$ cat src/source/mctl_pkg.sv
package mctl_pkg;

    localparam int inst_w    = 27; // {op[26:24], a[23:20], b[19:16], c[15:12], flag[11], ...}
    localparam int addr_w    = 12;
    localparam int start_w   = 14; // {bank[1:0], addr[11:0]}
    localparam int tbl_idx_w = 4;
    localparam int data_w    = 64;
    localparam int upc_w     = 6;
    localparam int uinst_w   = 8;
    localparam int loop_w    = 6;

    // controller phases
    localparam logic [1:0] ph_idle = 2'b00;
    localparam logic [1:0] ph_if   = 2'b01;
    localparam logic [1:0] ph_id   = 2'b10;
    localparam logic [1:0] ph_ex   = 2'b11;

    localparam logic [2:0] op_mac   = 3'b100;
    localparam logic [2:0] op_codec = 3'b110;

    localparam logic [1:0] src_none = 2'd0;
    localparam logic [1:0] src_mac  = 2'd1;
    localparam logic [1:0] src_enc  = 2'd2;
    localparam logic [1:0] src_dec  = 2'd3;

    // microinstruction bit positions, bit 7 spare
    localparam int uf_done      = 0;
    localparam int uf_loop_end  = 1;
    localparam int uf_mac_en    = 2;
    localparam int uf_step_ab   = 3;
    localparam int uf_wen       = 4;
    localparam int uf_step_d    = 5;
    localparam int uf_inner_end = 6;

    localparam logic [upc_w-1:0] upc_mac   = 6'd0;
    localparam logic [upc_w-1:0] upc_nop   = 6'd2; // bare done word
    localparam logic [upc_w-1:0] upc_codec = 6'd3;

    // outer loop counts per security level
    localparam logic [loop_w-1:0] mac_outer_lv1 = 6'd21;
    localparam logic [loop_w-1:0] mac_outer_lv2 = 6'd15;
    localparam logic [loop_w-1:0] mac_outer_lv3 = 6'd10;
    localparam logic [loop_w-1:0] mac_inner     = 6'd4;
    localparam logic [loop_w-1:0] codec_outer   = 6'd16;

    localparam logic [2:0] id_cycles = 3'd6;

endpackage

$ cat src/source/agu.sv
`timescale 1ns/1ps

module agu (
    input  logic                          clk,
    input  logic                          rstn,
    input  logic                          ex_start,
    input  logic [mctl_pkg::start_w-1:0]  a_start,
    input  logic [mctl_pkg::start_w-1:0]  b_start,
    input  logic [mctl_pkg::start_w-1:0]  d_start,
    input  logic [1:0]                    wr_src,
    input  logic [1:0]                    wr_bank,
    input  logic                          mac_en,
    input  logic                          step_ab,
    input  logic                          wen,
    input  logic                          step_d,
    input  logic [mctl_pkg::data_w-1:0]   macs_result,
    input  logic [mctl_pkg::data_w-1:0]   data_encode,
    input  logic [mctl_pkg::data_w-1:0]   data_decode,
    output logic [mctl_pkg::addr_w-1:0]   bank0_addr,
    output logic [mctl_pkg::addr_w-1:0]   bank1_addr,
    output logic [mctl_pkg::addr_w-1:0]   bank2_addr,
    output logic [mctl_pkg::addr_w-1:0]   bank3_addr,
    output logic                          bank0_wr_en,
    output logic                          bank1_wr_en,
    output logic                          bank2_wr_en,
    output logic                          bank3_wr_en,
    output logic [mctl_pkg::data_w-1:0]   wr_data
);

    logic [mctl_pkg::addr_w-1:0] a_cnt;
    logic [mctl_pkg::addr_w-1:0] b_cnt;
    logic [mctl_pkg::addr_w-1:0] d_cnt;
    logic [mctl_pkg::addr_w-1:0] port_addr [4];

    // bank bits stay in the start registers, counters walk inside the bank
    always_ff @(posedge clk or negedge rstn) begin
        if (!rstn) begin
            a_cnt <= '0;
            b_cnt <= '0;
            d_cnt <= '0;
        end else if (ex_start) begin
            a_cnt <= a_start[mctl_pkg::addr_w-1:0];
            b_cnt <= b_start[mctl_pkg::addr_w-1:0];
            d_cnt <= d_start[mctl_pkg::addr_w-1:0];
        end else begin
            if (step_ab) begin
                a_cnt <= a_cnt + 1;
                b_cnt <= b_cnt + 1;
            end
            if (step_d)
                d_cnt <= d_cnt + 1;   // next write slot
        end
    end

    always_comb begin
        for (int k = 0; k < 4; k++) begin
            if (wen && d_start[mctl_pkg::start_w-1:mctl_pkg::addr_w] == 2'(k))
                port_addr[k] = d_cnt;
            else if (mac_en && a_start[mctl_pkg::start_w-1:mctl_pkg::addr_w] == 2'(k))
                port_addr[k] = a_cnt;
            else if (mac_en && b_start[mctl_pkg::start_w-1:mctl_pkg::addr_w] == 2'(k))
                port_addr[k] = b_cnt;
            else
                port_addr[k] = '0;
        end
    end

    assign bank0_addr = port_addr[0];
    assign bank1_addr = port_addr[1];
    assign bank2_addr = port_addr[2];
    assign bank3_addr = port_addr[3];

    assign bank0_wr_en = wen && (wr_bank == 2'd0);
    assign bank1_wr_en = wen && (wr_bank == 2'd1);
    assign bank2_wr_en = wen && (wr_bank == 2'd2);
    assign bank3_wr_en = wen && (wr_bank == 2'd3);

    always_comb begin
        case (wr_src)
            mctl_pkg::src_mac: wr_data = macs_result;
            mctl_pkg::src_enc: wr_data = data_encode;
            mctl_pkg::src_dec: wr_data = data_decode;
            default:           wr_data = '0;
        endcase
    end

endmodule

$ cat src/source/inst_fetch.sv
`timescale 1ns/1ps

module inst_fetch (
    input  logic                           clk,
    input  logic                           rstn,
    input  logic [mctl_pkg::inst_w-1:0]    inst,
    input  logic                           inst_req,
    output logic                           inst_ack,
    output logic [mctl_pkg::tbl_idx_w-1:0] tbl_addr,
    input  logic [mctl_pkg::start_w-1:0]   tbl_rdata,
    output logic [2:0]                     opcode,
    output logic                           flag,
    output logic [mctl_pkg::start_w-1:0]   start_word,
    output logic                           ld_a,
    output logic                           ld_b,
    output logic                           ld_c,
    output logic                           ld_op,
    output logic                           ex_start,
    input  logic                           done,
    output logic                           busy
);

    logic [1:0]                    phase;
    logic [1:0]                    phase_nxt;
    logic [2:0]                    id_cnt;
    logic [mctl_pkg::inst_w-1:0]   inst_q;
    logic                          accept;
    logic                          in_id;

    // ack still high means the previous handshake has not closed
    assign accept = (phase == mctl_pkg::ph_if) && inst_req && !inst_ack;
    assign in_id  = (phase == mctl_pkg::ph_id);

    always_comb begin
        phase_nxt = phase;
        case (phase)
            mctl_pkg::ph_idle: phase_nxt = mctl_pkg::ph_if;
            mctl_pkg::ph_if:   if (accept) phase_nxt = mctl_pkg::ph_id;
            mctl_pkg::ph_id:   if (id_cnt == mctl_pkg::id_cycles) phase_nxt = mctl_pkg::ph_ex;
            mctl_pkg::ph_ex:   if (done) phase_nxt = mctl_pkg::ph_idle;
            default:           phase_nxt = mctl_pkg::ph_idle;
        endcase
    end

    always_ff @(posedge clk or negedge rstn) begin
        if (!rstn) begin
            phase    <= mctl_pkg::ph_idle;
            inst_ack <= 1'b0;
            id_cnt   <= '0;
            ex_start <= 1'b0;
        end else begin
            phase <= phase_nxt;
            if (accept)
                inst_ack <= 1'b1;
            else if (!inst_req)
                inst_ack <= 1'b0;   // four-phase return to zero
            id_cnt   <= in_id ? id_cnt + 1 : '0;
            ex_start <= in_id && (id_cnt == mctl_pkg::id_cycles); // count 6 is the handover
        end
    end

    always_ff @(posedge clk) begin
        if (accept)
            inst_q <= inst;
    end

    // table index goes out one cycle ahead of its data
    always_ff @(posedge clk or negedge rstn) begin
        if (!rstn) begin
            tbl_addr <= '0;
        end else if (in_id) begin
            case (id_cnt)
                3'd0:    tbl_addr <= inst_q[23:20];
                3'd1:    tbl_addr <= inst_q[19:16];
                3'd2:    tbl_addr <= inst_q[15:12];
                default: tbl_addr <= tbl_addr;
            endcase
        end
    end

    assign ld_a  = in_id && (id_cnt == 3'd2);
    assign ld_b  = in_id && (id_cnt == 3'd3);
    assign ld_c  = in_id && (id_cnt == 3'd4);
    assign ld_op = in_id && (id_cnt == 3'd5);

    assign opcode     = inst_q[mctl_pkg::inst_w-1 -: 3];
    assign flag       = inst_q[11];
    assign start_word = tbl_rdata;
    assign busy       = in_id || (phase == mctl_pkg::ph_ex);

endmodule

$ cat src/source/matrix_ctrl.sv
`timescale 1ns/1ps

module matrix_ctrl (
    input  logic                           clk,
    input  logic                           rstn,
    input  logic [mctl_pkg::inst_w-1:0]    inst,
    input  logic                           inst_req,
    output logic                           inst_ack,
    input  logic [1:0]                     level,
    output logic [mctl_pkg::tbl_idx_w-1:0] tbl_addr,
    input  logic [mctl_pkg::start_w-1:0]   tbl_rdata,
    input  logic [mctl_pkg::data_w-1:0]    macs_result,
    input  logic [mctl_pkg::data_w-1:0]    data_encode,
    input  logic [mctl_pkg::data_w-1:0]    data_decode,
    output logic [mctl_pkg::addr_w-1:0]    bank0_addr,
    output logic [mctl_pkg::addr_w-1:0]    bank1_addr,
    output logic [mctl_pkg::addr_w-1:0]    bank2_addr,
    output logic [mctl_pkg::addr_w-1:0]    bank3_addr,
    output logic                           bank0_wr_en,
    output logic                           bank1_wr_en,
    output logic                           bank2_wr_en,
    output logic                           bank3_wr_en,
    output logic [mctl_pkg::data_w-1:0]    wr_data,
    output logic                           mac_en,
    output logic                           busy
);

    logic [2:0]                    opcode;
    logic                          flag;
    logic [mctl_pkg::start_w-1:0]  start_word;
    logic                          ld_a;
    logic                          ld_b;
    logic                          ld_c;
    logic                          ld_op;
    logic                          ex_start;
    logic                          done;
    logic [mctl_pkg::start_w-1:0]  a_start;
    logic [mctl_pkg::start_w-1:0]  b_start;
    logic [mctl_pkg::start_w-1:0]  c_start;
    logic [mctl_pkg::start_w-1:0]  d_start;
    logic [1:0]                    wr_src;
    logic [1:0]                    wr_bank;
    logic [mctl_pkg::upc_w-1:0]    upc_start;
    logic [mctl_pkg::loop_w-1:0]   outer_cnt;
    logic [mctl_pkg::loop_w-1:0]   inner_cnt;
    logic                          step_ab;
    logic                          wen;
    logic                          step_d;

    inst_fetch u_fetch (
        .clk        (clk),
        .rstn       (rstn),
        .inst       (inst),
        .inst_req   (inst_req),
        .inst_ack   (inst_ack),
        .tbl_addr   (tbl_addr),
        .tbl_rdata  (tbl_rdata),
        .opcode     (opcode),
        .flag       (flag),
        .start_word (start_word),
        .ld_a       (ld_a),
        .ld_b       (ld_b),
        .ld_c       (ld_c),
        .ld_op      (ld_op),
        .ex_start   (ex_start),
        .done       (done),
        .busy       (busy)
    );

    op_config u_cfg (
        .clk        (clk),
        .rstn       (rstn),
        .level      (level),
        .opcode     (opcode),
        .flag       (flag),
        .start_word (start_word),
        .ld_a       (ld_a),
        .ld_b       (ld_b),
        .ld_c       (ld_c),
        .ld_op      (ld_op),
        .a_start    (a_start),
        .b_start    (b_start),
        .c_start    (c_start),
        .d_start    (d_start),
        .wr_src     (wr_src),
        .wr_bank    (wr_bank),
        .upc_start  (upc_start),
        .outer_cnt  (outer_cnt),
        .inner_cnt  (inner_cnt)
    );

    useq u_useq (
        .clk        (clk),
        .rstn       (rstn),
        .ex_start   (ex_start),
        .upc_start  (upc_start),
        .outer_cnt  (outer_cnt),
        .inner_cnt  (inner_cnt),
        .done       (done),
        .mac_en     (mac_en),
        .step_ab    (step_ab),
        .wen        (wen),
        .step_d     (step_d)
    );

    agu u_agu (
        .clk         (clk),
        .rstn        (rstn),
        .ex_start    (ex_start),
        .a_start     (a_start),
        .b_start     (b_start),
        .d_start     (d_start),
        .wr_src      (wr_src),
        .wr_bank     (wr_bank),
        .mac_en      (mac_en),
        .step_ab     (step_ab),
        .wen         (wen),
        .step_d      (step_d),
        .macs_result (macs_result),
        .data_encode (data_encode),
        .data_decode (data_decode),
        .bank0_addr  (bank0_addr),
        .bank1_addr  (bank1_addr),
        .bank2_addr  (bank2_addr),
        .bank3_addr  (bank3_addr),
        .bank0_wr_en (bank0_wr_en),
        .bank1_wr_en (bank1_wr_en),
        .bank2_wr_en (bank2_wr_en),
        .bank3_wr_en (bank3_wr_en),
        .wr_data     (wr_data)
    );

endmodule

$ cat src/source/op_config.sv
`timescale 1ns/1ps

module op_config (
    input  logic                          clk,
    input  logic                          rstn,
    input  logic [1:0]                    level,
    input  logic [2:0]                    opcode,
    input  logic                          flag,
    input  logic [mctl_pkg::start_w-1:0]  start_word,
    input  logic                          ld_a,
    input  logic                          ld_b,
    input  logic                          ld_c,
    input  logic                          ld_op,
    output logic [mctl_pkg::start_w-1:0]  a_start,
    output logic [mctl_pkg::start_w-1:0]  b_start,
    output logic [mctl_pkg::start_w-1:0]  c_start,
    output logic [mctl_pkg::start_w-1:0]  d_start,
    output logic [1:0]                    wr_src,
    output logic [1:0]                    wr_bank,
    output logic [mctl_pkg::upc_w-1:0]    upc_start,
    output logic [mctl_pkg::loop_w-1:0]   outer_cnt,
    output logic [mctl_pkg::loop_w-1:0]   inner_cnt
);

    logic [mctl_pkg::loop_w-1:0] mac_outer;

    always_comb begin
        case (level)
            2'd1:    mac_outer = mctl_pkg::mac_outer_lv1;
            2'd2:    mac_outer = mctl_pkg::mac_outer_lv2;
            2'd3:    mac_outer = mctl_pkg::mac_outer_lv3;
            default: mac_outer = '0;    // level 0 runs no loops
        endcase
    end

    always_ff @(posedge clk) begin
        if (ld_a)
            a_start <= start_word;
        if (ld_b)
            b_start <= start_word;
        if (ld_c)
            c_start <= start_word;
    end

    // result goes to the partner bank of C
    assign d_start = {c_start[mctl_pkg::start_w-1], ~c_start[mctl_pkg::start_w-2],
                      c_start[mctl_pkg::addr_w-1:0]};
    assign wr_bank = d_start[mctl_pkg::start_w-1:mctl_pkg::addr_w];

    always_ff @(posedge clk or negedge rstn) begin
        if (!rstn) begin
            wr_src    <= mctl_pkg::src_none;
            upc_start <= mctl_pkg::upc_nop;
            outer_cnt <= '0;
            inner_cnt <= '0;
        end else if (ld_op) begin
            case (opcode)
                mctl_pkg::op_mac: begin
                    wr_src    <= mctl_pkg::src_mac;
                    upc_start <= mctl_pkg::upc_mac;
                    outer_cnt <= mac_outer;
                    inner_cnt <= mctl_pkg::mac_inner;
                end
                mctl_pkg::op_codec: begin
                    wr_src    <= flag ? mctl_pkg::src_dec : mctl_pkg::src_enc;
                    upc_start <= mctl_pkg::upc_codec;
                    outer_cnt <= mctl_pkg::codec_outer;
                    inner_cnt <= '0;
                end
                default: begin
                    wr_src    <= mctl_pkg::src_none;
                    upc_start <= mctl_pkg::upc_nop;
                    outer_cnt <= '0;
                    inner_cnt <= '0;
                end
            endcase
        end
    end

endmodule

$ cat src/source/useq.sv
`timescale 1ns/1ps

module useq (
    input  logic                         clk,
    input  logic                         rstn,
    input  logic                         ex_start,
    input  logic [mctl_pkg::upc_w-1:0]   upc_start,
    input  logic [mctl_pkg::loop_w-1:0]  outer_cnt,
    input  logic [mctl_pkg::loop_w-1:0]  inner_cnt,
    output logic                         done,
    output logic                         mac_en,
    output logic                         step_ab,
    output logic                         wen,
    output logic                         step_d
);

    logic [mctl_pkg::upc_w-1:0]   upc;
    logic [mctl_pkg::uinst_w-1:0] uinst;
    logic [mctl_pkg::loop_w-1:0]  outer_left;
    logic [mctl_pkg::loop_w-1:0]  inner_left;
    logic                         running;

    // bits: spare, inner_end, step_d, wen, step_ab, mac_en, loop_end, done
    always_comb begin
        case (upc)
            6'd0:    uinst = 8'b0100_1100;  // mac body, repeats per inner count
            6'd1:    uinst = 8'b0011_0010;  // write mac result
            6'd2:    uinst = 8'b0000_0001;
            6'd3:    uinst = 8'b0011_0010;  // codec write
            6'd4:    uinst = 8'b0000_0001;
            default: uinst = 8'b0000_0001;
        endcase
    end

    always_ff @(posedge clk or negedge rstn) begin
        if (!rstn) begin
            running    <= 1'b0;
            upc        <= '0;
            outer_left <= '0;
            inner_left <= '0;
        end else if (ex_start) begin
            running    <= 1'b1;
            upc        <= (outer_cnt == '0) ? mctl_pkg::upc_nop : upc_start;
            outer_left <= outer_cnt;
            inner_left <= inner_cnt;
        end else if (running) begin
            if (uinst[mctl_pkg::uf_done]) begin
                running <= 1'b0;
            end else if (uinst[mctl_pkg::uf_inner_end]) begin
                if (inner_left == 1) begin
                    inner_left <= inner_cnt;   // rearm for next outer pass
                    upc        <= upc + 1;
                end else begin
                    inner_left <= inner_left - 1;
                end
            end else if (uinst[mctl_pkg::uf_loop_end]) begin
                if (outer_left == 1) begin
                    upc <= upc + 1;
                end else begin
                    outer_left <= outer_left - 1;
                    upc        <= upc_start;
                end
            end else begin
                upc <= upc + 1;
            end
        end
    end

    assign done    = running && uinst[mctl_pkg::uf_done];
    assign mac_en  = running && uinst[mctl_pkg::uf_mac_en];
    assign step_ab = running && uinst[mctl_pkg::uf_step_ab];
    assign wen     = running && uinst[mctl_pkg::uf_wen];
    assign step_d  = running && uinst[mctl_pkg::uf_step_d];

endmodule

$ cat config.mk
export PLATFORM = sky130hd
export DESIGN_NAME = matrix_ctrl
export DESIGN_NICKNAME = d
export VERILOG_FILES = /design/src/source/mctl_pkg.sv /design/src/source/agu.sv /design/src/source/inst_fetch.sv /design/src/source/matrix_ctrl.sv /design/src/source/op_config.sv /design/src/source/useq.sv
export SDC_FILE = /design/constraint.sdc
export NUM_CORES = 1
export LEC_CHECK = 0
export ABC_AREA = 1
export BUFFER_PORTS_ARGS = -buffer_cell sky130_fd_sc_hd__buf_2
export CORE_MARGIN = 2
export CORE_UTILIZATION = 44
export CTS_CLUSTER_DIAMETER = 50
export DETAILED_ROUTE_END_ITERATION = 6
export MAX_ROUTING_LAYER = met4
export PLACE_DENSITY = 0.77
export SLEW_MARGIN = 20
export SYNTH_ARGS = -nofsm -noshare
export SYNTH_HDL_FRONTEND = slang
export SYNTH_SLANG_ARGS = --single-unit
$ cat constraint.sdc
create_clock -name clk -period 2.3 [get_ports clk]
set_input_delay 0.345 -clock clk [delete_from_list [all_inputs] [get_ports clk]]
set_output_delay 0.345 -clock clk [all_outputs]
set_load 0.05 [all_outputs]
* After elaboration in Yosys (flattened, before gate mapping)
Index checks and enable logic that the tools add are counted.
Operators by class: bitwise logic cells 1, mux-type cells 56, $add $sub $neg 7, eq/ne operators 38, reduce and logical (&&, ||, !) cells 45
Operators with widths (count):
- 2-to-1 mux 12 bit | 18
- case mux 64 bit (3 select lines) | 1
- 2-to-1 mux 6 bit | 19
- adder 12 x 1 -> 12 bit, second input constant | 3
- == test 2 bit, second input constant | 12
- logical AND 1 bit | 24
- == test 6 x 1 -> 1 bit, second input constant | 3
- == test 3 bit, second input constant | 5
- case mux 5 bit (3 select lines) | 1
- case mux 7 bit (2 select lines) | 1
- == test 2 x 1 -> 1 bit, second input constant | 6
- zero test 6 bit | 2
- case mux 4 bit (3 select lines) | 1
- subtractor 6 x 1 -> 6 bit, second input constant | 2
- inequality test 2 bit, second input constant | 5
- case mux 5 bit (2 select lines) | 1
- nonzero test 2 bit | 5
- AND reduction 3 bit | 3
- zero test 2 bit | 4
- case mux 2 bit (2 select lines) | 2
- case mux 2 bit (4 select lines) | 1
- adder 6 x 1 -> 6 bit, second input constant | 1
- == test 3 x 2 -> 1 bit, second input constant | 2
- == test 6 x 2 -> 1 bit, second input constant | 1
- 15 further kinds | 24
Word-level totals: input bits 238, output and inout port bits 123, flip-flop bits (word level) 155

* Longest topological paths before layout
depth after elaboration 8, depth in mapped cells 12, mapped depth without buffers 12

* By module
From an unflattened synthesis, not the netlist that was laid out.
Unflattened totals: cells, all modules 1322, area, all modules 9432.8 sq um
By module, submodules not included:
- agu | cells an instance 876, times used 1, area each 4777.1 sq um
- op_config | cells an instance 110, times used 1, area each 1846.8 sq um
- useq | cells an instance 203, times used 1, area each 1463.9 sq um
- inst_fetch | cells an instance 133, times used 1, area each 1345.0 sq um

* Worst setup path before layout
OpenSTA, ideal clock, no wires.
path kind reg-to-output, from register u_useq.upc[0] (netlist bit), to output port bank3_addr[10] (netlist bit), data required time 1.955 ns, data arrival time 2.246 ns, path buffers 1, setup slack -0.291 ns, stages on the path, launching flop included 8, cells stage by stage dfrtp_1 > inv_1 > ha_1 > nand3_2 > nor2_4 > buf_2 > nand4_1 > a31oi_1
On the way: longest elaborated chain between the ends 8, elaborated cells on any way between the ends 13, classes of those cells eq/ne (2); mux (4); reduce/logical (7)
RTL lines:
- start, declared | RTL line useq.sv:17 | logic [mctl_pkg::upc_w-1:0] upc;
- start signal, assigned | RTL line useq.sv:43 | upc <= (outer_cnt == '0) ? mctl_pkg::upc_nop : upc_start;
- start signal, assigned | RTL line useq.sv:52 | upc <= upc + 1;
- start signal, assigned | RTL line useq.sv:58 | upc <= upc + 1;
- == test 6 x 1 -> 1 bit or == test 6 x 2 -> 1 bit (tied branches) | RTL line useq.sv:25 | case (upc)
- OR reduction 2 bit (no source line)
- case mux 7 bit (2 select lines) (*) | RTL line useq.sv:25
- logical AND 1 bit (*) | RTL line useq.sv:70 | assign mac_en = running && uinst[mctl_pkg::uf_mac_en];
- net mac_en | RTL line matrix_ctrl.sv:24 | output logic mac_en,
- logical AND 1 bit | RTL line agu.sv:61 | else if (mac_en && b_start[mctl_pkg::start_w-1:mctl_pkg::addr_w] == 2'(k))
- 2-to-1 mux 12 bit | RTL line agu.sv:61
- 2-to-1 mux 12 bit (*) | RTL line agu.sv:59 | else if (mac_en && a_start[mctl_pkg::start_w-1:mctl_pkg::addr_w] == 2'(k))
- 2-to-1 mux 12 bit (*) | RTL line agu.sv:57 | if (wen && d_start[mctl_pkg::start_w-1:mctl_pkg::addr_w] == 2'(k))
- end, declared | RTL line matrix_ctrl.sv:18 | output logic [mctl_pkg::addr_w-1:0] bank3_addr,
The timed path passes the listed nets; every way through them passes the cells marked *.

* Final worst setup path
from register u_useq.upc[0] (netlist bit), to output port bank3_addr[5] (netlist bit)
On the way: longest elaborated chain between the ends 8, elaborated cells on any way between the ends 13, classes of those cells eq/ne (2); mux (4); reduce/logical (7)
RTL lines (RTL line):
- == test 6 x 1 -> 1 bit or == test 6 x 2 -> 1 bit (tied branches) | useq.sv:25
- OR reduction 2 bit (no source line)
- case mux 7 bit (2 select lines) (*) | useq.sv:25
- logical AND 1 bit | useq.sv:70
- logical AND 1 bit | agu.sv:61
- 2-to-1 mux 12 bit | agu.sv:61
- 2-to-1 mux 12 bit | agu.sv:59
- 2-to-1 mux 12 bit (*) | agu.sv:57
Mark *: on every way between the ends. The rest lies on a longest branch, timed or not.

==> results_dict.tcl <==
set metrics [dict create \
    power.density_nw_per_um2 607.8 \
    dp_cells 1787 \
    cts_buffers 17 \
    start_util_pct 45.25 \
    violations "hold timing, setup timing" \
    setup_viol 52 \
    grt_max_degree 65 \
    dpl-instance-area_sq_um 10840 \
    drv_cap 0 \
    io_buffer_count 349 \
    leakage_nw 5.968 \
    min_period_ps 2625 \
    vias 9897 \
    rsz0062_at_grt "yes" \
    cts_sinks 131 \
    dp_worst_setup_slack_ps -35.88 \
    power.internal_mw 5.315 \
    yosys.cell_types.count 38 \
    drv_slew 0 \
    drt-total-wl_um 33330 \
    peakVddDrop_mv 0.7368 \
    cts_max_level 4 \
    final_nets 1823 \
    synth_common_cells "439 x nand2_1, 138 x nand3_1, 93 x inv_1, 93 x nor2_1, 72 x dfrtp_1" \
    p_switching_mw 2.294 \
    cts_tree "done" \
    clock_skew_ps 13.31 \
    synth_edf_count 58 \
    yosys.cell_count.top_type "nand2_1" \
    tightest_slew_ps 736.6 \
    netlist.area_leader.share_pct 21.07 \
    hold_buffers 0 \
    dieHeight_um 143.4 \
    grt_pass1_wl_um 49820 \
    p_comb_share_pct 21.3 \
    area_growth_pct 46.45 \
    yosys.area.top_type "dfrtp_1" \
    arrival_ps 2280 \
    syn_area_per_cell_sq_um 7.119 \
    clkTransAtPathRegs_ps 60 \
    final_cell_area_sq_um 12520 \
    drtIter0Drc 773 \
    fillers 1594 \
    worstSetupStartpointType "flip-flop" \
    ys_seq_area_share_pct 41.75 \
    place_congestion 1.013 \
    hold_viol 21 \
    worstSkewPairLatency_ps 420 \
    ant_nets 0 \
    seqCellArea_sq_um 3570 \
    fmaxAchievable_mhz 380.9 \
    layout.cells.non_filler 1844 \
    p_seq_share_pct 38.6 \
    hp-class "in2async" \
    async_flop_share_pct 55.73 \
    synthCells 1201 \
    required_ps 1960 \
    vias_per_cell 5.367 \
    track_usage_pct 32.25 \
    power_frac_clock_pct 40.0 \
    num_rows 50 \
    dp_hpwl_um 24550 \
    crit_type "reg2out" \
    drtPass1Iterations 5 \
    status "finished with violations" \
    synth_nets 1461 \
    synth.cell_area_sq_um 8549 \
    dieWidth_um 143.4 \
    min_period_over_period_pct 114.2 \
    grt_pass1_vias 9501 \
    final_layout_size_suffix_gt1_share_pct 33.57 \
    routedWlPerCell_um 18.07 \
    multi_input_area_sq_um 4786 \
    synth-seq-cells 131 \
    fp.coreArea_sq_um 18890 \
    fin_hold_ws_ps -7.927 \
    synth.area.top_cells "dfrtp_1 21%, edfxtp_1 20%, nand2_1 19%" \
    dieArea_sq_um 20560 \
    critPathMaxFanout 13 \
    setup_ws_ps -325.5 \
    p_sw_share_pct 30.15 \
    drc 0 \
    cts_root_buffer "clkbuf_16" \
    ios 361 \
    yosys_warnings 0 \
    ys.flop_type "dfrtp_1" \
    gr-total-overflow 0 \
    critical_path.endpoint_type "output pin" \
    antenna_found_initial 6 \
    cts_buffer_depth 2 \
    power.total_mw 7.610 \
    slew_headroom_pct 50.89 \
]
-- layout by cell type (no fill, tap or decap), drive strengths merged, types with 5 or more instances in the layout --
master | netlist | layout
ha | 22 | 22
a31oi | 16 | 16
clkbuf | 36 | 28
xor2 | 12 | 12
edfxtp | 58 | 58
nand2 | 442 | 442
dfrtp | 72 | 72
o22ai | 5 | 5
nand3 | 144 | 144
clkinvlp | 0 | 5
inv | 98 | 100
a21oi | 10 | 10
clkinv | 3 | 6
o211ai | 14 | 14
nand4 | 40 | 40
diode | 0 | 8
bufinv | 0 | 6
o21ai | 75 | 75
nor2 | 97 | 97
buf | 23 | 390
nor3 | 9 | 9
-- layer usage --
metal | up-vias | share of wire, % | wire (um) | GRT usage, %
li1 | 4705 | - | - | -
met1 | 4573 | 39 | 12920 | 38.32
met2 | 560 | 49 | 16280 | 52.08
met3 | 59 | 10 | 3412 | 10.40
met4 | 0 | 2.1 | 710 | 10.63
met5 | - | 0 | 0 | -
-- stage by stage --
step	util [%]	setup TNS, ps
after global routing	66.25	-17750
after CTS	64.89	-13030
final	66.27	-12630
after floorplan	-	-812.1
after detailed placement	57.36	-113.4
after global placement	57.36	-0.7387
-- repair_timing --
item / CTS / global route
pin swaps: 23 / 17
gates resized for setup: 185 / 57
setup endpoints to repair: 53 / 108
gates cloned: 4 / 2
setup buffers: 8 / 3
-- worst paths after layout --
path / start / slack, ps / endpoint / cells past startpoint
worst max register to register: u_useq.upc[0] / 250 / u_agu.b_cnt[0] / 9
worst min-delay path: rstn / -8 / u_fetch.phase[1] / 1
worst max-delay path: u_useq.upc[0] / -330 / bank3_addr[5] / 11
max in group asynchronous: rstn / 1660 / u_cfg.upc_start[1] / 2
worst min register to register: u_cfg.a_start[3] / 460 / u_agu.a_cnt[3] / 2
min in group clk: inst[12] / 100 / u_fetch.inst_q[12] / 1
-- registers in the layout (all words and copies together) (netlist names) --
name and count:
u_useq.running 1, u_cfg.outer_cnt 3, u_fetch.tbl_addr 4, u_agu.d_cnt 12, u_cfg.c_start 14, u_agu.b_cnt 12, u_cfg.upc_start 2, u_agu.a_cnt 12
u_fetch.ex_start 1, u_fetch.phase 2, u_cfg.inner_cnt 1, u_cfg.a_start 14, u_cfg.b_start 14, u_fetch.inst_ack 1, u_fetch.inst_q 16, u_useq.inner_left 6
u_useq.upc 6, u_cfg.wr_src 1, u_fetch.id_cnt 3, u_useq.outer_left 6
-- power groups by stage --
stage	clock network (mW)	registers, mW	logic, mW
finish	3.05	2.94	1.62
global route	3.18	2.96	1.78
CTS	3.07	2.93	1.61
detailed placement	0	2.96	1.58
global placement	0	2.96	1.51
floorplan	0	3.05	0.862
-- layout make-up --
class,instances,share of cell area [%]
multi-input combinational,910,38.22
antenna,8,0.1599
timing repair inverter,2,0.07994
tap,260,2.598
inverter,101,3.208
timing repair buffer,400,21.91
clock inverter,14,1.879
clock buffer,18,3.428
sequential,131,28.51
-- critical path, cell delays in order (launching register included) --
cell     delay [ps]
dfrtp_1         380
buf_6           130
ha_4            130
inv_2            30
nand2_2          60
nand3_2          90
nor2_4          160
buf_4           140
nand3_4         120
buf_12          190
a31oi_4         230
buf_6           190
-- kinds of logic after synthesis --
family | share of synthesized area, %
and+or+nand+nor | 36.91
buffers and inverters | 7.478
AOI/OAI and AO/OA | 9.000
DFF | 41.75
adders and majority gates | 3.220
xor gates and xnor gates | 1.639
Note: power is estimated with default switching activity, not from simulation.
